`src/source/gb_cart_pkg.sv`:
```
// package: bus widths, controller codes, header offsets, region codes, bus constants
package gb_cart_pkg;

	// ----------------------------------------------------------------------
	// widths
	// ----------------------------------------------------------------------
	localparam int CART_ADDR_W = 16; // console address
	localparam int CART_DATA_W = 8;  // console data
	localparam int DL_ADDR_W   = 25; // download byte address
	localparam int DL_DATA_W   = 16; // download word, also the external rom word
	localparam int ROM_BANK_W  = 9;  // up to 512 banks of 16K (mbc5)
	localparam int RAM_BANK_W  = 4;  // up to 16 banks of 8K
	localparam int ROM_ADDR_W  = 24; // external rom word address
	localparam int CRAM_ADDR_W = 17; // 128 KB cartridge ram, byte address
	localparam int MBC_KIND_W  = 3;

	// ----------------------------------------------------------------------
	// controller kinds
	// ----------------------------------------------------------------------
	localparam logic [MBC_KIND_W-1:0] MBC_NONE = 3'd0; // plain 32K rom
	localparam logic [MBC_KIND_W-1:0] MBC_1    = 3'd1;
	localparam logic [MBC_KIND_W-1:0] MBC_2    = 3'd2; // built-in 512x4 ram
	localparam logic [MBC_KIND_W-1:0] MBC_3    = 3'd3; // rtc capable
	localparam logic [MBC_KIND_W-1:0] MBC_5    = 3'd4; // 9-bit rom bank

	// ----------------------------------------------------------------------
	// cartridge header, byte addresses in the download stream
	// ----------------------------------------------------------------------
	// type sits in the upper byte of the word at 146
	localparam logic [DL_ADDR_W-1:0] HDR_TYPE_ADDR = 25'h146;
	// word at 148: ram size code high, rom size code low
	localparam logic [DL_ADDR_W-1:0] HDR_SIZE_ADDR = 25'h148;

	// ----------------------------------------------------------------------
	// console address regions, bits 15..13
	// ----------------------------------------------------------------------
	localparam logic [2:0] REGION_RAM_EN   = 3'd0; // 0000-1FFF
	localparam logic [2:0] REGION_ROM_BANK = 3'd1; // 2000-3FFF
	localparam logic [2:0] REGION_RAM_BANK = 3'd2; // 4000-5FFF
	localparam logic [2:0] REGION_MODE     = 3'd3; // 6000-7FFF
	localparam logic [2:0] REGION_CRAM     = 3'd5; // A000-BFFF

	// misc bus constants
	localparam logic [3:0]             RAM_ENABLE_KEY = 4'hA;
	localparam logic [CART_DATA_W-1:0] RAM_OFF_DATA   = 8'hFF; // open bus when ram off

endpackage

```
`src/source/gb_cart_ifs.sv`:
```
// interfaces: cart_info_if (decoded header) and bank_state_if (mbc registers)

// header decode results, held until the next download
interface cart_info_if import gb_cart_pkg::*; ();
	logic [MBC_KIND_W-1:0] mbc_kind; // which controller
	logic [ROM_BANK_W-1:0] rom_mask; // rom bank bits that exist
	logic [RAM_BANK_W-1:0] ram_mask; // ram bank bits that exist

	modport source (
		output mbc_kind,
		output rom_mask,
		output ram_mask
	);

	modport sink (
		input mbc_kind,
		input rom_mask,
		input ram_mask
	);
endinterface


```
`src/source/cart_header_capture.sv`:
```
// cart_header_capture: grabs type and size bytes from the download, decodes kind and masks
module cart_header_capture import gb_cart_pkg::*; (
	input  logic                 clk_sys,
	input  logic                 reset,
	input  logic                 dl_active,
	input  logic                 dl_wr,
	input  logic [DL_ADDR_W-1:0] dl_addr,
	input  logic [DL_DATA_W-1:0] dl_data,
	cart_info_if.source          info
);

	// cartridge type byte -> controller kind
	function automatic logic [MBC_KIND_W-1:0] kind_of(input logic [7:0] cart_type);
		case (cart_type)
			8'd1, 8'd2, 8'd3:                     kind_of = MBC_1;
			8'd5, 8'd6:                           kind_of = MBC_2;
			8'd15, 8'd16, 8'd17, 8'd18, 8'd19:    kind_of = MBC_3;
			8'd25, 8'd26, 8'd27, 8'd28, 8'd29,
			8'd30:                                kind_of = MBC_5;
			default:                              kind_of = MBC_NONE; // mmm01, huc etc. unsupported
		endcase
	endfunction

	// rom size code n -> 2^(n+1) banks, odd codes ($52..$54) fold to 128
	function automatic logic [ROM_BANK_W-1:0] rom_mask_of(input logic [7:0] code);
		if (code <= 8'd8)
			rom_mask_of = ROM_BANK_W'((10'd2 << code[3:0]) - 10'd1);
		else
			rom_mask_of = ROM_BANK_W'(127);
	endfunction

	// ram size code: up to 8K is one bank, 32K four, otherwise sixteen
	function automatic logic [RAM_BANK_W-1:0] ram_mask_of(input logic [7:0] code);
		if (code <= 8'd2)
			ram_mask_of = '0;
		else if (code == 8'd3)
			ram_mask_of = RAM_BANK_W'(3);
		else
			ram_mask_of = '1;
	endfunction

	logic hdr_wr;

	assign hdr_wr = dl_active & dl_wr;

	// decoded fields are kept registered, so the sink sees them one cycle after the word
	always_ff @(posedge clk_sys) begin
		if (reset) begin
			info.mbc_kind <= MBC_NONE;
			info.rom_mask <= '0;
			info.ram_mask <= '0;
		end else if (hdr_wr) begin
			if (dl_addr == HDR_TYPE_ADDR)
				info.mbc_kind <= kind_of(dl_data[15:8]); // type is the odd byte
			if (dl_addr == HDR_SIZE_ADDR) begin
				info.rom_mask <= rom_mask_of(dl_data[7:0]);
				info.ram_mask <= ram_mask_of(dl_data[15:8]);
			end
		end
	end

	// the loader only strobes inside a download window
	a_wr_in_download: assert property (@(posedge clk_sys) disable iff (reset)
		dl_wr |-> dl_active);

endmodule

```
`src/flat_wrapper.sv`:
```
// flat-port wrapper written by rule: the top's interface ports become plain ports
module cart_header_capture_flat import gb_cart_pkg::*;
  (clk_sys, reset, dl_active, dl_wr, dl_addr, dl_data, info_mbc_kind, info_rom_mask, info_ram_mask);
  cart_info_if info_i ();
  input  logic clk_sys;
  input  logic reset;
  input  logic dl_active;
  input  logic dl_wr;
  input  logic [DL_ADDR_W-1:0] dl_addr;
  input  logic [DL_DATA_W-1:0] dl_data;
  output wire logic [$bits(info_i.mbc_kind)-1:0] info_mbc_kind;
  output wire logic [$bits(info_i.rom_mask)-1:0] info_rom_mask;
  output wire logic [$bits(info_i.ram_mask)-1:0] info_ram_mask;
  assign info_mbc_kind = info_i.mbc_kind;
  assign info_rom_mask = info_i.rom_mask;
  assign info_ram_mask = info_i.ram_mask;
  cart_header_capture u_core (.clk_sys(clk_sys), .reset(reset), .dl_active(dl_active), .dl_wr(dl_wr), .dl_addr(dl_addr), .dl_data(dl_data), .info(info_i));
endmodule
```
`config.mk`:
```
export PLATFORM = sky130hd
export DESIGN_NAME = cart_header_capture_flat
export DESIGN_NICKNAME = d
export VERILOG_FILES = /design/src/source/gb_cart_pkg.sv /design/src/source/gb_cart_ifs.sv /design/src/source/cart_header_capture.sv /design/src/flat_wrapper.sv
export SDC_FILE = /design/constraint.sdc
export NUM_CORES = 1
export LEC_CHECK = 0
export ABC_AREA = 1
export BUFFER_PORTS_ARGS = -buffer_cell sky130_fd_sc_hd__buf_2
export CAP_MARGIN = 15
export CORE_MARGIN = 2
export CORE_UTILIZATION = 45
export CTS_BUF_LIST = sky130_fd_sc_hd__clkbuf_8
export DETAILED_ROUTE_END_ITERATION = 6
export PLACE_DENSITY = 0.91
export SYNTH_ARGS = -nofsm -noshare
export SYNTH_HDL_FRONTEND = slang
export SYNTH_SLANG_ARGS = --single-unit
```
`constraint.sdc`:
```
create_clock -name clk_sys -period 1.2 [get_ports clk_sys]
set_input_delay 0.06 -clock clk_sys [delete_from_list [all_inputs] [get_ports clk_sys]]
set_output_delay 0.06 -clock clk_sys [all_outputs]
set_load 0.01 [all_outputs]
```
* Word-level counts from Yosys, hierarchy flattened
Memories as Yosys holds them, arrays and structs flattened.
Index checks and enable logic that the tools add are counted.
** Storage, ports and cells
- Input bits :: 45
- Register bits :: 16
- Logic and storage cells :: 19
- Memories kept :: 1
- Bits in read-only memories :: 96
** Operators by class
- $add $sub $neg :: 1
- Shift-type cells :: 1
- $lt $le $gt $ge :: 2
- Bitwise operators :: 1
- Equal/unequal tests :: 3
- Muxes and demuxes :: 4
- Reductions and logical operators :: 3
** Memory list
- (no name shown) :: depth 32, bits a word 3, read ports 1, clocked after memory_dff 0, write ports 0, RTL line cart_header_capture.sv:14 : case (cart_type)
** Operators by type and width (number)
- $eq 25x9->1 const B :: 2
- $mux 9 :: 1
- $shl 2x4->9 const A :: 1
- $sub 9x1->9 const B :: 1
- $eq 8x2->1 const B :: 1
- $le 8x2->1 const B :: 1
- $le 8x4->1 const B :: 1
- $mux 4 :: 2
- $reduce_and 2->1 :: 2
- $logic_not 3->1 :: 1
- $mux 3 :: 1
- $and 1x1->1 :: 1

* Depth between registers and ports, before layout
- Depth after elaboration :: 3
- Gate-level depth with buffers :: 10

* Worst setup path before layout
Ideal clock, no wire load.
- Path kind :: input-to-reg
- Start point :: input dl_addr[17]
- End point :: register u_core.info.rom_mask[1]
- Data arrival time :: 919 ps
- Slack :: 163 ps
- Required time :: 1082 ps
- Stages :: 5
- Setup time :: 118 ps
- Path through :: or2_4 -> nor3_4 -> nand3_2 -> nor3_1 -> nor2_1
** On the way
- Longest elaborated chain between the ends :: 2
** Ends and longest elaborated chain
- from (decl) :: RTL line flat_wrapper.sv:9 : input logic [DL_ADDR_W-1:0] dl_addr;
- $eq 25x9->1 :: RTL line cart_header_capture.sv:55 : if (dl_addr == HDR_SIZE_ADDR) begin
- $reduce_and 2->1 (no line)
- to (signal assigned) :: RTL line cart_header_capture.sv:56 : info.rom_mask <= rom_mask_of(dl_data[7:0]);
- to (decl) :: RTL line gb_cart_ifs.sv:11 : output rom_mask,
Every way passes these cells.
A chain may end at the register's enable or synchronous reset.

* Worst setup path in the final report
- Start point :: input dl_addr[17]
- End point :: register u_core.info.rom_mask[8]
Same word-level chain as after synthesis.

==> flow_summary.yaml <==
sta:
  grt_setup_unrepaired: "no"
  tightest_slew_ns: 0.241
  hold_slack_ns: 0.0561
  fin_crit_ns: 0.988
  hold_violations: 0
  setup_violations: 0
  drv_slew: 0
  fin_ws_ns: 0.212
  final.period_utilization_pct: 82.3
  skew_ns: 0
  fmax_ghz: 1.01
  slew-limit-headroom_pct: 83.9
pwr:
  powerDensity_nw_per_um2: 676
  leakage_nw: 0.825
  ir_drop_v: 0.000506
routing:
  postRouteAntennaNets: 0
  wire_per_inst_um: 9.23
  num_vias: 1335
  wirelength_um: 2640
  via_per_inst: 4.67
  drt_pass1_iterations: 4
  drt_iter0_drc: 23
  drcViolationCount: 0
cells_and_area:
  drive_gt1_share_pct: 32.8
  final_design_area_no_fill_um2: 1540
  nNetsFinal: 308
  seqCellArea_um2: 280
  fin_cells: 286
  area_growth_pct: 38.5
  antenna_cells: 0
  multi_input_area_um2: 699
  n_fill_cell: 231
flow_run:
  maxCapViolCount: 0
global_route:
  grt_max_degree: 12
  grt_overflow: 0
  antenna_found_initial: 0
  track_usage_pct: 19.7
  grt_pass1_vias: 1152
  grt_pass1_wl_um: 4300
floorplanning:
  std_cell_rows: 18
  core_area_um2: 2410
  dieWidth_um: 53.7
  start_util_pct: 46.1
  die_h_um: 53.7
  pin_count: 61
  die_area_um2: 2880
logic_synthesis:
  syn_nets: 236
  netlist_top_cells_count: "nor2_1, nand2_1, inv_1"
  syn_area_um2: 1110
  synth_seq_cells: 14
  ys_warn_count: 0
  yosys.area.top_type: "dfxtp_1"
  synth_top_area_share_pct: 25.2
  synth_edf_count: 0
  synth_area_per_cell_um2: 5.97
  synthMostInstantiatedCell: "nor2_1"
  synth_cell_types: 26
  yosysSeqAreaShare_pct: 25.2
  synth_ff_type: "dfxtp_1"
  postSynth.asyncResetShare_pct: 0
  syn_inst: 186
  synth_area_leaders: "dfxtp_1, nor2_1, nand2_1"
cts:
  cts_sinks: 14
  numCtsBuffers: 3
  clk_pin_slew_ns: 0.05
  cts_root_buf: "clkbuf_8"
  cts_setup_buffers: 0
  ctsResizeCount: 0
  htree_levels: 1
  tritoncts: "yes"
  clock_latency_ns: 0.24
  ctsLongestPathBuffers: 2
  holdBufCountCts: 0
worst_setup_path:
  reg2reg_slack_ns: 0.53
  reg2reg_from: "u_core.info.ram_mask[1]"
  cp.required_ns: 1.36
  r2r.worst_path.cells: 2
  reg2reg_to: "u_core.info.ram_mask[1]"
  crit_arrival_ns: 1.15
  crit_path_end_kind: "flop"
  worstSetupPathType: "primary input to flop"
  cp_max_fo: 11
  cp-start-kind: "primary input"
worst_hold_path:
  min_to: "u_core.info.ram_mask[2]"
  hold_path.class: "primary input to flop"
  min_from: "reset"
  hold_path_depth: 2
placed_design:
  dp.cells: 283
  gp_congestion: 0.814
  post-place-ws_ns: -0.00647
  placedInstanceArea_um2: 1500
  port_buffers: 60
  hpwl_um: 2220
run_status:
  status: "finished clean"
[worst max-delay path, cell delays in order]
cell	delay, ns
buf_2	0.10
or2_4	0.26
nor2_4	0.11
nand3_2	0.08
nor2_2	0.11
buf_4	0.16
nand3_1	0.10
a21oi_1	0.16
[placed cells by master, fill, tap and decap left out]
cell	count
clkbuf_8	3
nor2_1	47
buf_2	60
dfxtp_1	14
clkinv_1	1
ha_1	5
nand3_2	2
nor2_2	3
nor3_1	3
o21ai_0	8
xnor2_1	1
a21oi_1	7
buf_4	10
o21a_1	1
a211oi_1	1
o211ai_1	1
or2_4	1
nand4_2	1
o21ai_1	1
nand4_1	2
a21o_1	1
or2_2	1
nand2_1	41
nor3_4	1
nor2_4	2
inv_1	27
nand3_1	11
[where the power goes]
part / leakage [nW] / switching, W / internal, W
Combinational: 0.690 / 0.000111 / 0.000102
Clock: 0.0216 / 0.000141 / 0.000221
Sequential: 0.113 / 0.00000000000505 / 0.000465
[layout make-up]
class	instances	share of cell area, %
clock buffers	3	2.68
inverters	28	6.83
multi-input cells	141	45.4
flip-flops and latches	14	18.2
well taps	30	2.44
repair buffers	70	24.4
[stage by stage]
stage	total power [W]	util, %	TNS (ns)
detailed placement	0.000686	62.1	-0.00647
global placement	0.000682	62.1	0
global route	0.00110	63.9	0
finish	0.00104	63.9	0
CTS	0.00104	63.9	0
floorplan	0.000572	-	0
[registers in the layout, indices dropped and copies added, names as in the netlist]
register / count
u_core.info.ram_mask: 2
u_core.info.mbc_kind: 3
u_core.info.rom_mask: 9
[layer usage]
layer | vias up | wire length [µm] | track usage (%)
li1 | 715 | - | -
met2 | 44 | 1310 | 37.2
met4 | 0 | 27 | 6.84
met3 | 4 | 151 | 1.67
met5 | - | 0 | 0
met1 | 572 | 1150 | 22.9
[how the worst max path moves through the flow]
stage | from | endpoint | slack [ns] | cells after the start
floorplan | dl_addr[17] | u_core.info.rom_mask[1] | 0.16 | 5
global placement | dl_addr[17] | u_core.info.rom_mask[4] | 0.002 | 6
detailed placement | dl_addr[17] | u_core.info.rom_mask[4] | -0.006 | 6
CTS | dl_addr[17] | u_core.info.rom_mask[8] | 0.21 | 8
global route | dl_data[0] | u_core.info.rom_mask[3] | 0.06 | 10
finish | dl_addr[17] | u_core.info.rom_mask[8] | 0.21 | 8
[kinds of logic after synthesis]
family | after synthesis | synth area share, %
buf+inv | 31 | 11.8
fa+ha+maj | 5 | 5.63
simple gates | 115 | 46.6
xor+xnor | 1 | 0.788
flops | 14 | 25.2
compound gates | 20 | 9.91
(Power assumes the default switching activity.)
