==> src/source/gb_cart_pkg.sv <==
// package: bus widths, controller codes, header offsets, region codes, bus constants
package gb_cart_pkg;

	// ----------------------------------------------------------------------
	// widths
	// ----------------------------------------------------------------------
	localparam int CART_ADDR_W = 16; // console address
	localparam int CART_DATA_W = 8;  // console data
	localparam int DL_ADDR_W   = 25; // download byte address
	localparam int DL_DATA_W   = 16; // download word, also the external rom word
	localparam int ROM_BANK_W  = 9;  // up to 512 banks of 16K (mbc5)
	localparam int RAM_BANK_W  = 4;  // up to 16 banks of 8K
	localparam int ROM_ADDR_W  = 24; // external rom word address
	localparam int CRAM_ADDR_W = 17; // 128 KB cartridge ram, byte address
	localparam int MBC_KIND_W  = 3;

	// ----------------------------------------------------------------------
	// controller kinds
	// ----------------------------------------------------------------------
	localparam logic [MBC_KIND_W-1:0] MBC_NONE = 3'd0; // plain 32K rom
	localparam logic [MBC_KIND_W-1:0] MBC_1    = 3'd1;
	localparam logic [MBC_KIND_W-1:0] MBC_2    = 3'd2; // built-in 512x4 ram
	localparam logic [MBC_KIND_W-1:0] MBC_3    = 3'd3; // rtc capable
	localparam logic [MBC_KIND_W-1:0] MBC_5    = 3'd4; // 9-bit rom bank

	// ----------------------------------------------------------------------
	// cartridge header, byte addresses in the download stream
	// ----------------------------------------------------------------------
	// type sits in the upper byte of the word at 146
	localparam logic [DL_ADDR_W-1:0] HDR_TYPE_ADDR = 25'h146;
	// word at 148: ram size code high, rom size code low
	localparam logic [DL_ADDR_W-1:0] HDR_SIZE_ADDR = 25'h148;

	// ----------------------------------------------------------------------
	// console address regions, bits 15..13
	// ----------------------------------------------------------------------
	localparam logic [2:0] REGION_RAM_EN   = 3'd0; // 0000-1FFF
	localparam logic [2:0] REGION_ROM_BANK = 3'd1; // 2000-3FFF
	localparam logic [2:0] REGION_RAM_BANK = 3'd2; // 4000-5FFF
	localparam logic [2:0] REGION_MODE     = 3'd3; // 6000-7FFF
	localparam logic [2:0] REGION_CRAM     = 3'd5; // A000-BFFF

	// misc bus constants
	localparam logic [3:0]             RAM_ENABLE_KEY = 4'hA;
	localparam logic [CART_DATA_W-1:0] RAM_OFF_DATA   = 8'hFF; // open bus when ram off

endpackage

==> src/source/gb_cart_ifs.sv <==
// interfaces: cart_info_if (decoded header) and bank_state_if (mbc registers)

// header decode results, held until the next download
interface cart_info_if import gb_cart_pkg::*; ();
	logic [MBC_KIND_W-1:0] mbc_kind; // which controller
	logic [ROM_BANK_W-1:0] rom_mask; // rom bank bits that exist
	logic [RAM_BANK_W-1:0] ram_mask; // ram bank bits that exist

	modport source (
		output mbc_kind,
		output rom_mask,
		output ram_mask
	);

	modport sink (
		input mbc_kind,
		input rom_mask,
		input ram_mask
	);
endinterface

// current bank register state as written by the console
interface bank_state_if import gb_cart_pkg::*; ();
	logic [ROM_BANK_W-1:0] rom_bank;
	logic [RAM_BANK_W-1:0] ram_bank;
	logic                  mbc1_mode;  // 0: ram bank bits extend the rom bank
	logic                  rtc_mode;   // mbc3 rtc register mapped at A000
	logic                  ram_enable;

	modport source (
		output rom_bank, ram_bank, mbc1_mode, rtc_mode, ram_enable
	);

	modport sink (
		input rom_bank, ram_bank, mbc1_mode, rtc_mode, ram_enable
	);
endinterface

==> src/source/cart_bus_decode.sv <==
// cart_bus_decode: rom word address, cart ram address/write, console read data select
module cart_bus_decode import gb_cart_pkg::*; (
	input  logic                   clk_sys,
	input  logic                   reset,
	input  logic                   bus_rd,
	input  logic                   bus_wr,
	input  logic [CART_ADDR_W-1:0] bus_addr,
	cart_info_if.sink              info,
	bank_state_if.sink             banks,
	output logic [ROM_ADDR_W-1:0]  rom_addr,
	input  logic [DL_DATA_W-1:0]   rom_data,
	output logic [CRAM_ADDR_W-1:0] cram_addr,
	output logic                   cram_we,
	input  logic [CART_DATA_W-1:0] cram_q,
	output logic [CART_DATA_W-1:0] bus_rdata
);

	logic [2:0]            region;
	logic [ROM_BANK_W-1:0] rom_bank_eff; // bank before masking
	logic [ROM_BANK_W-1:0] rom_bank_sel; // bank driven to the rom
	logic [RAM_BANK_W-1:0] ram_bank_eff;
	logic                  mbc2_nibble;  // mbc2 internal 512x4 window

	assign region = bus_addr[15:13];

	// ----------------------------------------------------------------------
	// rom mapping
	// ----------------------------------------------------------------------
	always_comb begin
		case (info.mbc_kind)
			// mode 0: ram bank bits act as rom bank bits 6..5
			MBC_1:   rom_bank_eff = {2'b00, (banks.mbc1_mode ? 2'b00 : banks.ram_bank[1:0]),
				banks.rom_bank[4:0]};
			default: rom_bank_eff = banks.rom_bank;
		endcase
	end

	assign rom_bank_sel = bus_addr[14] ? (rom_bank_eff & info.rom_mask) : '0; // 0000-3FFF fixed

	// word address, so the byte lane comes from bit 0
	assign rom_addr = (info.mbc_kind == MBC_NONE) ?
		{{(ROM_ADDR_W-14){1'b0}}, bus_addr[14:1]} :               // flat 32K
		{{(ROM_ADDR_W-ROM_BANK_W-13){1'b0}}, rom_bank_sel, bus_addr[13:1]};

	// ----------------------------------------------------------------------
	// cartridge ram mapping
	// ----------------------------------------------------------------------
	always_comb begin
		case (info.mbc_kind)
			MBC_1:        ram_bank_eff = banks.mbc1_mode ? banks.ram_bank : '0; // banked in mode 1
			MBC_3, MBC_5: ram_bank_eff = banks.ram_bank;
			default:      ram_bank_eff = '0;                                    // single 8K
		endcase
	end

	assign cram_addr   = {ram_bank_eff & info.ram_mask, bus_addr[12:0]};
	assign cram_we     = bus_wr & (region == REGION_CRAM) & banks.ram_enable;
	assign mbc2_nibble = (info.mbc_kind == MBC_2) && (bus_addr[15:9] == 7'b1010000);

	// ----------------------------------------------------------------------
	// read data, selected one cycle after the strobe then held
	// ----------------------------------------------------------------------
	logic [2:0]             rd_region;
	logic                   rd_hi;       // odd byte of the rom word
	logic                   rd_ram_off;
	logic                   rd_rtc;
	logic                   rd_nibble;
	logic                   rd_pend;     // rom_data / cram_q valid this cycle
	logic [CART_DATA_W-1:0] rd_hold;
	logic [CART_DATA_W-1:0] rd_byte;

	always_ff @(posedge clk_sys) begin
		if (reset) begin
			rd_region  <= '0;
			rd_hi      <= 1'b0;
			rd_ram_off <= 1'b0;
			rd_rtc     <= 1'b0;
			rd_nibble  <= 1'b0;
			rd_pend    <= 1'b0;
			rd_hold    <= '0;
		end else begin
			rd_pend <= bus_rd;
			if (bus_rd) begin
				rd_region  <= region;
				rd_hi      <= bus_addr[0];
				rd_ram_off <= ~banks.ram_enable;
				rd_rtc     <= banks.rtc_mode;
				rd_nibble  <= mbc2_nibble;
			end
			if (rd_pend) rd_hold <= rd_byte; // keep it once the sources move on
		end
	end

	always_comb begin
		if (rd_region != REGION_CRAM)
			rd_byte = rd_hi ? rom_data[15:8] : rom_data[7:0];
		else if (rd_ram_off)
			rd_byte = RAM_OFF_DATA;
		else if (rd_rtc)
			rd_byte = '0;                 // rtc registers not modelled
		else if (rd_nibble)
			rd_byte = {4'hF, cram_q[3:0]}; // only 4 bits exist on mbc2
		else
			rd_byte = cram_q;
	end

	assign bus_rdata = rd_pend ? rd_byte : rd_hold;

	a_rd_wr_excl: assert property (@(posedge clk_sys) disable iff (reset)
		!(bus_rd && bus_wr));

endmodule

==> src/flat_wrapper.sv <==
// flat-port wrapper written by rule: the top's interface ports become plain ports
module cart_bus_decode_flat import gb_cart_pkg::*;
  (clk_sys, reset, bus_rd, bus_wr, bus_addr, rom_addr, rom_data, cram_addr, cram_we, cram_q, bus_rdata, info_mbc_kind, info_rom_mask, info_ram_mask, banks_rom_bank, banks_ram_bank, banks_mbc1_mode, banks_rtc_mode, banks_ram_enable);
  cart_info_if info_i ();
  bank_state_if banks_i ();
  input  logic clk_sys;
  input  logic reset;
  input  logic bus_rd;
  input  logic bus_wr;
  input  logic [CART_ADDR_W-1:0] bus_addr;
  output logic [ROM_ADDR_W-1:0] rom_addr;
  input  logic [DL_DATA_W-1:0] rom_data;
  output logic [CRAM_ADDR_W-1:0] cram_addr;
  output logic cram_we;
  input  logic [CART_DATA_W-1:0] cram_q;
  output logic [CART_DATA_W-1:0] bus_rdata;
  input wire logic [$bits(info_i.mbc_kind)-1:0] info_mbc_kind;
  input wire logic [$bits(info_i.rom_mask)-1:0] info_rom_mask;
  input wire logic [$bits(info_i.ram_mask)-1:0] info_ram_mask;
  input wire logic [$bits(banks_i.rom_bank)-1:0] banks_rom_bank;
  input wire logic [$bits(banks_i.ram_bank)-1:0] banks_ram_bank;
  input wire logic [$bits(banks_i.mbc1_mode)-1:0] banks_mbc1_mode;
  input wire logic [$bits(banks_i.rtc_mode)-1:0] banks_rtc_mode;
  input wire logic [$bits(banks_i.ram_enable)-1:0] banks_ram_enable;
  assign info_i.mbc_kind = info_mbc_kind;
  assign info_i.rom_mask = info_rom_mask;
  assign info_i.ram_mask = info_ram_mask;
  assign banks_i.rom_bank = banks_rom_bank;
  assign banks_i.ram_bank = banks_ram_bank;
  assign banks_i.mbc1_mode = banks_mbc1_mode;
  assign banks_i.rtc_mode = banks_rtc_mode;
  assign banks_i.ram_enable = banks_ram_enable;
  cart_bus_decode u_core (.clk_sys(clk_sys), .reset(reset), .bus_rd(bus_rd), .bus_wr(bus_wr), .bus_addr(bus_addr), .info(info_i), .banks(banks_i), .rom_addr(rom_addr), .rom_data(rom_data), .cram_addr(cram_addr), .cram_we(cram_we), .cram_q(cram_q), .bus_rdata(bus_rdata));
endmodule
==> config.mk <==
export PLATFORM = sky130hd
export DESIGN_NAME = cart_bus_decode_flat
export DESIGN_NICKNAME = d
export VERILOG_FILES = /design/src/source/gb_cart_pkg.sv /design/src/source/gb_cart_ifs.sv /design/src/source/cart_bus_decode.sv /design/src/flat_wrapper.sv
export SDC_FILE = /design/constraint.sdc
export NUM_CORES = 1
export LEC_CHECK = 0
export BUFFER_PORTS_ARGS = -buffer_cell sky130_fd_sc_hd__buf_2
export CORE_MARGIN = 1.5
export CORE_UTILIZATION = 40
export CTS_CLUSTER_DIAMETER = 50
export DETAILED_ROUTE_END_ITERATION = 8
export PLACE_DENSITY_LB_ADDON = 0.2
export RECOVER_POWER = 25
export SLEW_MARGIN = 20
export SYNTH_ARGS = -nofsm -noshare
export SYNTH_HDL_FRONTEND = slang
export SYNTH_SLANG_ARGS = --single-unit
==> constraint.sdc <==
create_clock -name clk_sys -period 2 [get_ports clk_sys]
set_clock_uncertainty 0.05 [all_clocks]
set_input_delay 0.4 -clock clk_sys [delete_from_list [all_inputs] [get_ports clk_sys]]
set_output_delay 0.4 -clock clk_sys [all_outputs]
set_load 0.01 [all_outputs]
== Word level (Yosys, flattened, before mapping) ==
Cells that the tools add are included.
Cells by class
  eq/ne operators: 7
  muxes and demuxes: 12
  bitwise operators: 5
  reductions and logical operators: 3
Operators with widths (number)
  $mux 8: 6
  $mux 22: 1
  $mux 9: 2
  $and 9x9->9: 1
  $pmux 4 s2: 1
  $eq 7x7->1 const B: 1
  $eq 3x2->1 const B: 2
  $eq 3x3->1 const B: 2
  $and 4x4->4: 1
  $mux 4: 1
  $eq 3x1->1 const B: 1
  $logic_not 3->1: 1
  $ne 3x3->1 const B: 1
  $and 1x1->1: 2
  $mux 2: 1
  $reduce_or 2->1: 1
  $logic_and 1x1->1: 1
  $not 1->1: 1
Storage, ports and cells
  bits in registers: 16
  bits of input ports: 76
  output and inout bits: 50

== Longest topological paths before layout ==
Gate-level depths: netlist of the first run.
  word-level depth: 5
  mapped depth: 4

== Worst setup path before layout of the first run ==
No wires, ideal clock.
  kind: input-to-output
  from: input info_mbc_kind[1]
  to: output rom_addr[18]
  arrival: 1.045 ns
  setup slack: 0.505 ns
  stages on the path: 3
  buffers on the path: 0
  path through: nor4b_1 > nand2_1 > a21oi_1
Between the ends
  longest elaborated chain between the ends: 5
  elaborated cells between the ends (all ways): 6
  those cells by class: eq/ne: 1; mux: 3; bitwise: 1; reduce/logical: 1
Ends and longest elaborated chain
  from (decl): RTL line flat_wrapper.sv:17  | input wire logic [$bits(info_i.mbc_kind)-1:0] info_mbc_kind;
  $eq 3x1->1: RTL line cart_bus_decode.sv:30  | case (info.mbc_kind)
  $mux 9: RTL line cart_bus_decode.sv:30
  $and 9x9->9: RTL line cart_bus_decode.sv:38  | assign rom_bank_sel = bus_addr[14] ? (rom_bank_eff & info.rom_mask) : '0;
  $mux 9: RTL line cart_bus_decode.sv:38
  $mux 22 (*): RTL line cart_bus_decode.sv:41  | assign rom_addr = (info.mbc_kind == MBC_NONE) ?
  to (decl): RTL line flat_wrapper.sv:11  | output logic [ROM_ADDR_W-1:0] rom_addr;
Every way passes the cells marked *; elsewhere a longest branch is shown, timed or not.

== Final worst setup path of the first run ==
  from: register u_core.rd_region[1]
  to: output bus_rdata[4]
Between the ends
  longest elaborated chain between the ends: 3
Ends and longest elaborated chain
  from (decl): RTL line cart_bus_decode.sv:63  | logic [2:0] rd_region;
  from (signal assigned): RTL line cart_bus_decode.sv:84  | rd_region <= region;
  $ne 3x3->1: RTL line cart_bus_decode.sv:95  | if (rd_region != REGION_CRAM)
  $mux 8: RTL line cart_bus_decode.sv:95
  $mux 8: RTL line cart_bus_decode.sv:107  | assign bus_rdata = rd_pend ? rd_byte : rd_hold;
  to (decl): RTL line flat_wrapper.sv:16  | output logic [CART_DATA_W-1:0] bus_rdata;
Every way passes these cells.

==> impl_metrics.yaml, run 1 <==
detailed_routing:
  drc_errors: 0
  postRouteAntennaNets: 0
  route.vias.total: 1331
  drt_first_iter_violations: 24
  avgViaCountPerCell: 4.88
  total_length_of_routed_wires_mm: 3.19
  wl_per_cell_um: 11.7
  detailedRoute.firstPassIterationCount: 4
sta:
  totalNegativeSetupSlack_ns: 0
  final-hold-violation-count: 0
  worst-slew-pin-transition_ns: 0.809
  setup_viol: 0
  finalCritPeriodShare_pct: 98.0
  slew-limit-headroom_pct: 46.0
  grt_setup_unrepaired: "yes"
  timing.final.max_slew_violations: 0
  fmax_ghz: 0.510
  final.min_clock_period_ns: 1.96
floorplanning:
  initial_core_util_pct: 43.1
  io_pins: 126
  core_um2: 3100
  floorplan.die.height_um: 60.8
  die_x_um: 60.8
  floorplan.die_area_um2: 3700
  core.rowCount: 20
clocking:
  cts_made_buffers: 3
  clk_pin_slew_worst_setup_hold_paths_ns: 0.09
  cts-hold-fix-buffers: 0
  worstSkewPairLatency_ns: 0.29
  cts_sinks: 16
  clock_path_buffers: 2
  post-cts-setup-buffers: 0
  htree_levels: 1
  cts_tree: "built"
  ctsRootBufferMaster: "clkbuf_4"
synthesis:
  synthCells: 157
  ys_seq_elements: 16
  post_synth_xor_xnor_area_pct: 0
  synth_largest_type_area_fraction_pct: 24.0
  synth_unique_cells: 31
  synthTopCellsByArea: "dfxtp_1 24%, buf_4 16%, mux2i_1 9.7%"
  post_synth_mux_area_share_pct: 13.1
  synth_compound_area_share_pct: 14.3
  combinational_family_with_the_most_area_after_synthesis: "simple AND/OR/NAND/NOR gates"
  post_synth_instance_area_um2: 1340
  synth_seq_area_share_pct: 24.0
  synthDominantAreaCellType: "dfxtp_1"
  yosys.area_share.adder_pct: 0
  syn-mean-instance-area_um2: 8.51
  synthesis.yosys.warnings: 0
  yosys.area_share.simple_pct: 28.9
place:
  detailed_place.area_um2: 1650
  placedCellCount: 268
  port_buffers: 99
  place_congestion: 0.729
  detailed_place_hpwl_mm: 2.54
grt:
  via_count_of_the_first_global_routing_pass: 1141
  grt_usage_pct: 16.0
  grt_remaining_overflow: 0
  grt_first_pass_wirelength_mm: 4.51
  antenna_found_initial: 0
  grt_start_max_net_pins: 18
min_path:
  min_delay_path_depth: 2
  hp-start: "banks_ram_enable"
  hold_end: "u_core.rd_ram_off"
  timing.hold.worst.class: "input port to register"
final_layout:
  syn_to_final_growth_pct: 28.1
  nNetsFinal: 306
  layout-drive-gt1-share_pct: 55.0
  area.sequential_um2: 329
  postLayoutCoreUtil_pct: 55.2
  finalNonFillerCells: 273
  multi_input_comb_area_um2: 782
  final_area_um2: 1710
  n_fill_cell: 326
  antennaDiodeCount: 0
worst_setup_path:
  critPathRequiredTime_ns: 1.55
  rrSetupSlack_ns: 0.83
  depth_of_the_worst_register_to_register_path: 3
  slowest_stage: "and4bb_4"
  critical_path.max_fanout: 4
  worstSetupStartpointType: "register"
  cp.buffers_inverters: 1
  critical_path.max_stage_delay_ns: 0.36
  worstSetupEndpointType: "primary output"
  path_class: "register to primary output"
  crit-reg2reg-launch: "u_core.rd_region[1]"
  path_cells: "and4bb_4 > a22oi_1 > mux2_2 > buf_2"
  critical_path.reg2reg.endpoint: "u_core.rd_hold[3]"
  critPathTopFamily: "simple AND/OR/NAND/NOR gates"
  critPathArrivalTime_ns: 1.51
outcome:
  outcome: "completed"
power_and_ir_drop:
  pwr_density_cell_nw_per_um2: 482
  vdd.ir_drop.worst_v: 0.000203
  leakage_nw: 0.926
job:
  cap_viol_max_count: 0
-- registers in the layout (all words and copies together), names as in the netlist --
register	cells
u_core.rd_ram_off	1
u_core.rd_hi	1
u_core.rd_rtc	1
u_core.rd_hold	8
u_core.rd_region	3
u_core.rd_pend	1
u_core.rd_nibble	1
-- routing by layer --
| metal | GRT usage, % | routed length [um] |
|---|---|---|
| met1 | 18.0 | 1260 |
| met2 | 29.6 | 1640 |
| met3 | 3.62 | 284 |
| met4 | 4.66 | 4 |
| met5 | 0 | 0 |
-- how the worst max path moves through the flow --
stage | startpoint | end | slack (ns) | cells past startpoint
global route | u_core.rd_region[1] | bus_rdata[5] | -0.02 | 4
finish | u_core.rd_region[1] | bus_rdata[4] | 0.04 | 4
CTS | u_core.rd_ram_off | bus_rdata[4] | 0.03 | 4
floorplan | info_mbc_kind[1] | rom_addr[18] | 0.51 | 3
global placement | u_core.rd_hi | bus_rdata[4] | 0.20 | 4
detailed placement | u_core.rd_hi | bus_rdata[6] | 0.22 | 4
-- layout make-up --
cell class | instances | share of cell area (%)
Clock buffer | 4 | 2.12
Sequential cell | 16 | 19.2
Timing Repair Buffer | 101 | 29.8
Tap cell | 44 | 3.22
Multi-Input combinational cell | 108 | 45.7
-- power breakdown --
part	internal (mW)	switching, mW
combinational	0.135	0.115
sequential	0.338	0.0177
clock	0.111	0.109
total	0.583	0.241
-- synthesized netlist by cell type --
| cell type | number |
|---|---|
| nand4_1 | 1 |
| mux2i_1 | 13 |
| a211oi_1 | 1 |
| nor3b_1 | 4 |
| o21ai_0 | 3 |
| nor3_2 | 2 |
| nor3_1 | 7 |
| buf_6 | 2 |
| nand2_1 | 6 |
| and3_1 | 11 |
| buf_2 | 3 |
| a21o_2 | 4 |
| o21bai_1 | 4 |
| nor2b_1 | 8 |
| and3b_1 | 1 |
| a22oi_1 | 4 |
| nand2b_1 | 3 |
| nor4b_1 | 2 |
| conb_1 | 1 |
| dfxtp_1 | 16 |
| a31o_1 | 2 |
| buf_4 | 29 |
| and4bb_4 | 1 |
| o32ai_4 | 1 |
| a21oi_1 | 4 |
| nor2_1 | 16 |
| mux2_2 | 4 |
| nand3b_4 | 1 |
| nor4_2 | 1 |
| o2bb2ai_1 | 1 |
| clkbuf_1 | 1 |
-- cell usage in the layout, fill, tap and decap left out, types with 4 or more instances in the layout --
master	instances
a21o_2	4
a21oi_1	4
and3_1	11
buf_2	98
dfxtp_1	11
dfxtp_2	4
mux2_2	4
mux2i_1	13
nand2_1	6
nor2_1	16
nor2b_1	8
nor3_1	6
nor3b_1	4
o21bai_1	4
-- stage by stage --
| step | hold WS [ns] | power, mW | worst slack, ns |
|---|---|---|---|
| after global routing | 0.238 | 0.873 | -0.0191 |
| after CTS | 0.241 | 0.831 | 0.0311 |
| after floorplan | 0.410 | 0.543 | 0.505 |
| after detailed placement | 0.442 | 0.610 | 0.225 |
| after global placement | 0.444 | 0.608 | 0.201 |
| final | 0.250 | 0.824 | 0.0406 |
-- cells by family after synthesis --
family          count (synthesis)
simple gates                   64
buf+inv                        35
compound gates                 24
mux                            17
flops                          16
other cells                     1
-- timing repair --
action,4_1_cts,5_1_grt
pin swaps,0,1
cloned,0,1
endpoints found under the setup margin,7,7
resized for setup,1,7
Power figures use the tool's default switching activity.
==> run 2: changes to the inputs <==
Settings changed: CORE_MARGIN 1.5 to not set.
==> run 2 against run 1 <==
Cell count did not move. Non-clock buffer count did not move. Critical path type unchanged. Global-route usage increased by 0.63 points. Critical endpoint is now bus_rdata[6]. Flip-flop and latch count did not move. Clock power about the same.
==> impl_metrics.yaml, run 2 (synthesized netlist as in run 1, its figures left out) <==
place:
  detailed_place.area_um2: 1650
  detailed_place_hpwl_mm: 2.50
  place_congestion: 0.791
  port_buffers: 99
clocking:
  ctsRootBufferMaster: "clkbuf_4"
  htree_levels: 1
  cts_made_buffers: 3
  cts-hold-fix-buffers: 0
  cts_tree: "built"
  cts_sinks: 16
  clk_pin_slew_worst_setup_hold_paths_ns: 0.09
  worstSkewPairLatency_ns: 0.29
  clock_path_buffers: 2
final_layout:
  final_area_um2: 1710
  syn_to_final_growth_pct: 27.8
  nNetsFinal: 306
  layout-drive-gt1-share_pct: 55.0
  final_cell_mix: "98 x buf_2, 16 x nor2_1, 13 x mux2i_1, 11 x and3_1, 10 x dfxtp_1"
  largest_register: "u_core.rd_hold"
  n_fill_cell: 323
  layout.cells.most_common: "buf_2"
  antennaDiodeCount: 0
  number_of_flip_flops_in_the_largest_register: 8
  biggestRegsByFlops: "u_core.rd_hold (8), u_core.rd_region (3)"
job:
  cap_viol_max_count: 0
worst_setup_path:
  path_class: "register to primary output"
  critPathArrivalTime_ns: 1.50
  critical_path.max_fanout: 4
  worstSetupStartpointType: "register"
  worstSetupEndpointType: "primary output"
  critPathRequiredTime_ns: 1.55
grt:
  via_count_of_the_first_global_routing_pass: 1124
  grt_start_max_net_pins: 18
  grt_usage_pct: 16.6
  grt_remaining_overflow: 0
  antenna_found_initial: 0
  grt_first_pass_wirelength_mm: 4.57
sta:
  timing.final.max_slew_violations: 0
  fmax_ghz: 0.513
  worst-slew-pin-transition_ns: 0.790
  finalCritPeriodShare_pct: 97.4
  final.min_clock_period_ns: 1.95
  totalNegativeSetupSlack_ns: 0
  final-hold-violation-count: 0
  slew-limit-headroom_pct: 47.4
  grt_setup_unrepaired: "no"
  setup_viol: 0
detailed_routing:
  postRouteAntennaNets: 0
  avgViaCountPerCell: 4.83
  drt_first_iter_violations: 26
  route.vias.total: 1318
  total_length_of_routed_wires_mm: 3.11
  wl_per_cell_um: 11.4
  drc_errors: 0
  detailedRoute.firstPassIterationCount: 2
floorplanning:
  initial_core_util_pct: 43.1
  die_x_um: 59.8
  floorplan.die_area_um2: 3580
  floorplan.die.height_um: 59.8
  core.rowCount: 20
  io_pins: 126
  core_um2: 3100
power_and_ir_drop:
  leakage_nw: 0.926
  vdd.ir_drop.worst_v: 0.000193
  fin_total_pwr_mw: 0.823
  pwr_density_cell_nw_per_um2: 482
outcome:
  outcome: "completed"
min_path:
  timing.hold.worst.class: "input port to register"
[run 2: cell counts in the layout (fill, tap and decap cells not counted)]
No cell type changed its count.
[run 2: stage by stage]
| stage | worst slack [ns] | std cells | util, % | hold WS, ns |
|---|---|---|---|---|
| final | 0.0513 | 273 | 55.0 | 0.245 |
| after global routing | 0.000647 | 273 | 55.0 | 0.256 |
| after global placement | 0.281 | 268 | 53.1 | 0.439 |
| after floorplan | 0.505 | 158 | - | 0.410 |
| after CTS | 0.0292 | 272 | 54.3 | 0.247 |
| after detailed placement | 0.269 | 268 | 53.1 | 0.444 |
[run 2: layout make-up]
| type | instances | area, um^2 | share of cell area [%] |
|---|---|---|---|
| Timing Repair Buffer | 101 | 509 | 29.8 |
| Sequential cell | 16 | 330 | 19.3 |
| Clock buffer | 4 | 36.3 | 2.12 |
| Tap cell | 44 | 55.1 | 3.22 |
| Multi-Input combinational cell | 108 | 777 | 45.5 |
[run 2: power by group]
part | leakage [nW] | internal [mW] | switching, mW
sequential | 0.134 | 0.338 | 0.0170
clock | 0.0210 | 0.111 | 0.107
combinational | 0.771 | 0.134 | 0.115
total | 0.926 | 0.583 | 0.240
[run 2: timing repair]
item                       in CTS  in global routing
setup endpoints to repair       6                  3
hold endpoints to repair        0                  0
pin swaps                       0                  1
setup buffers                   0                  0
gates cloned                    0                  1
gates resized for setup         1                  7
[run 2: layer usage]
layer / GRT usage, % / part of all wire, % / vias up
met4: 4.65 / 0.93 / 0
li1: - / - / 672
met5: 0 / 0 / -
met1: 19.4 / 42 / 578
met2: 31.6 / 51 / 62
met3: 1.52 / 6.6 / 6
[run 2: worst max-delay path, stage by stage, from the launching register on]
cell and delay (ns):
dfxtp_2 0.34, and4bb_4 0.36, a22oi_1 0.10, mux2_2 0.28, buf_2 0.14
[run 2: worst paths after layout]
path	startpoint	to	slack (ns)	depth (start not counted)
hold reg to reg	u_core.rd_ram_off	u_core.rd_ram_off	0.44	2
setup / recovery	u_core.rd_ram_off	bus_rdata[6]	0.05	4
hold / removal	banks_ram_enable	u_core.rd_ram_off	0.24	2
setup reg to reg	u_core.rd_hi	u_core.rd_hold[0]	0.78	4
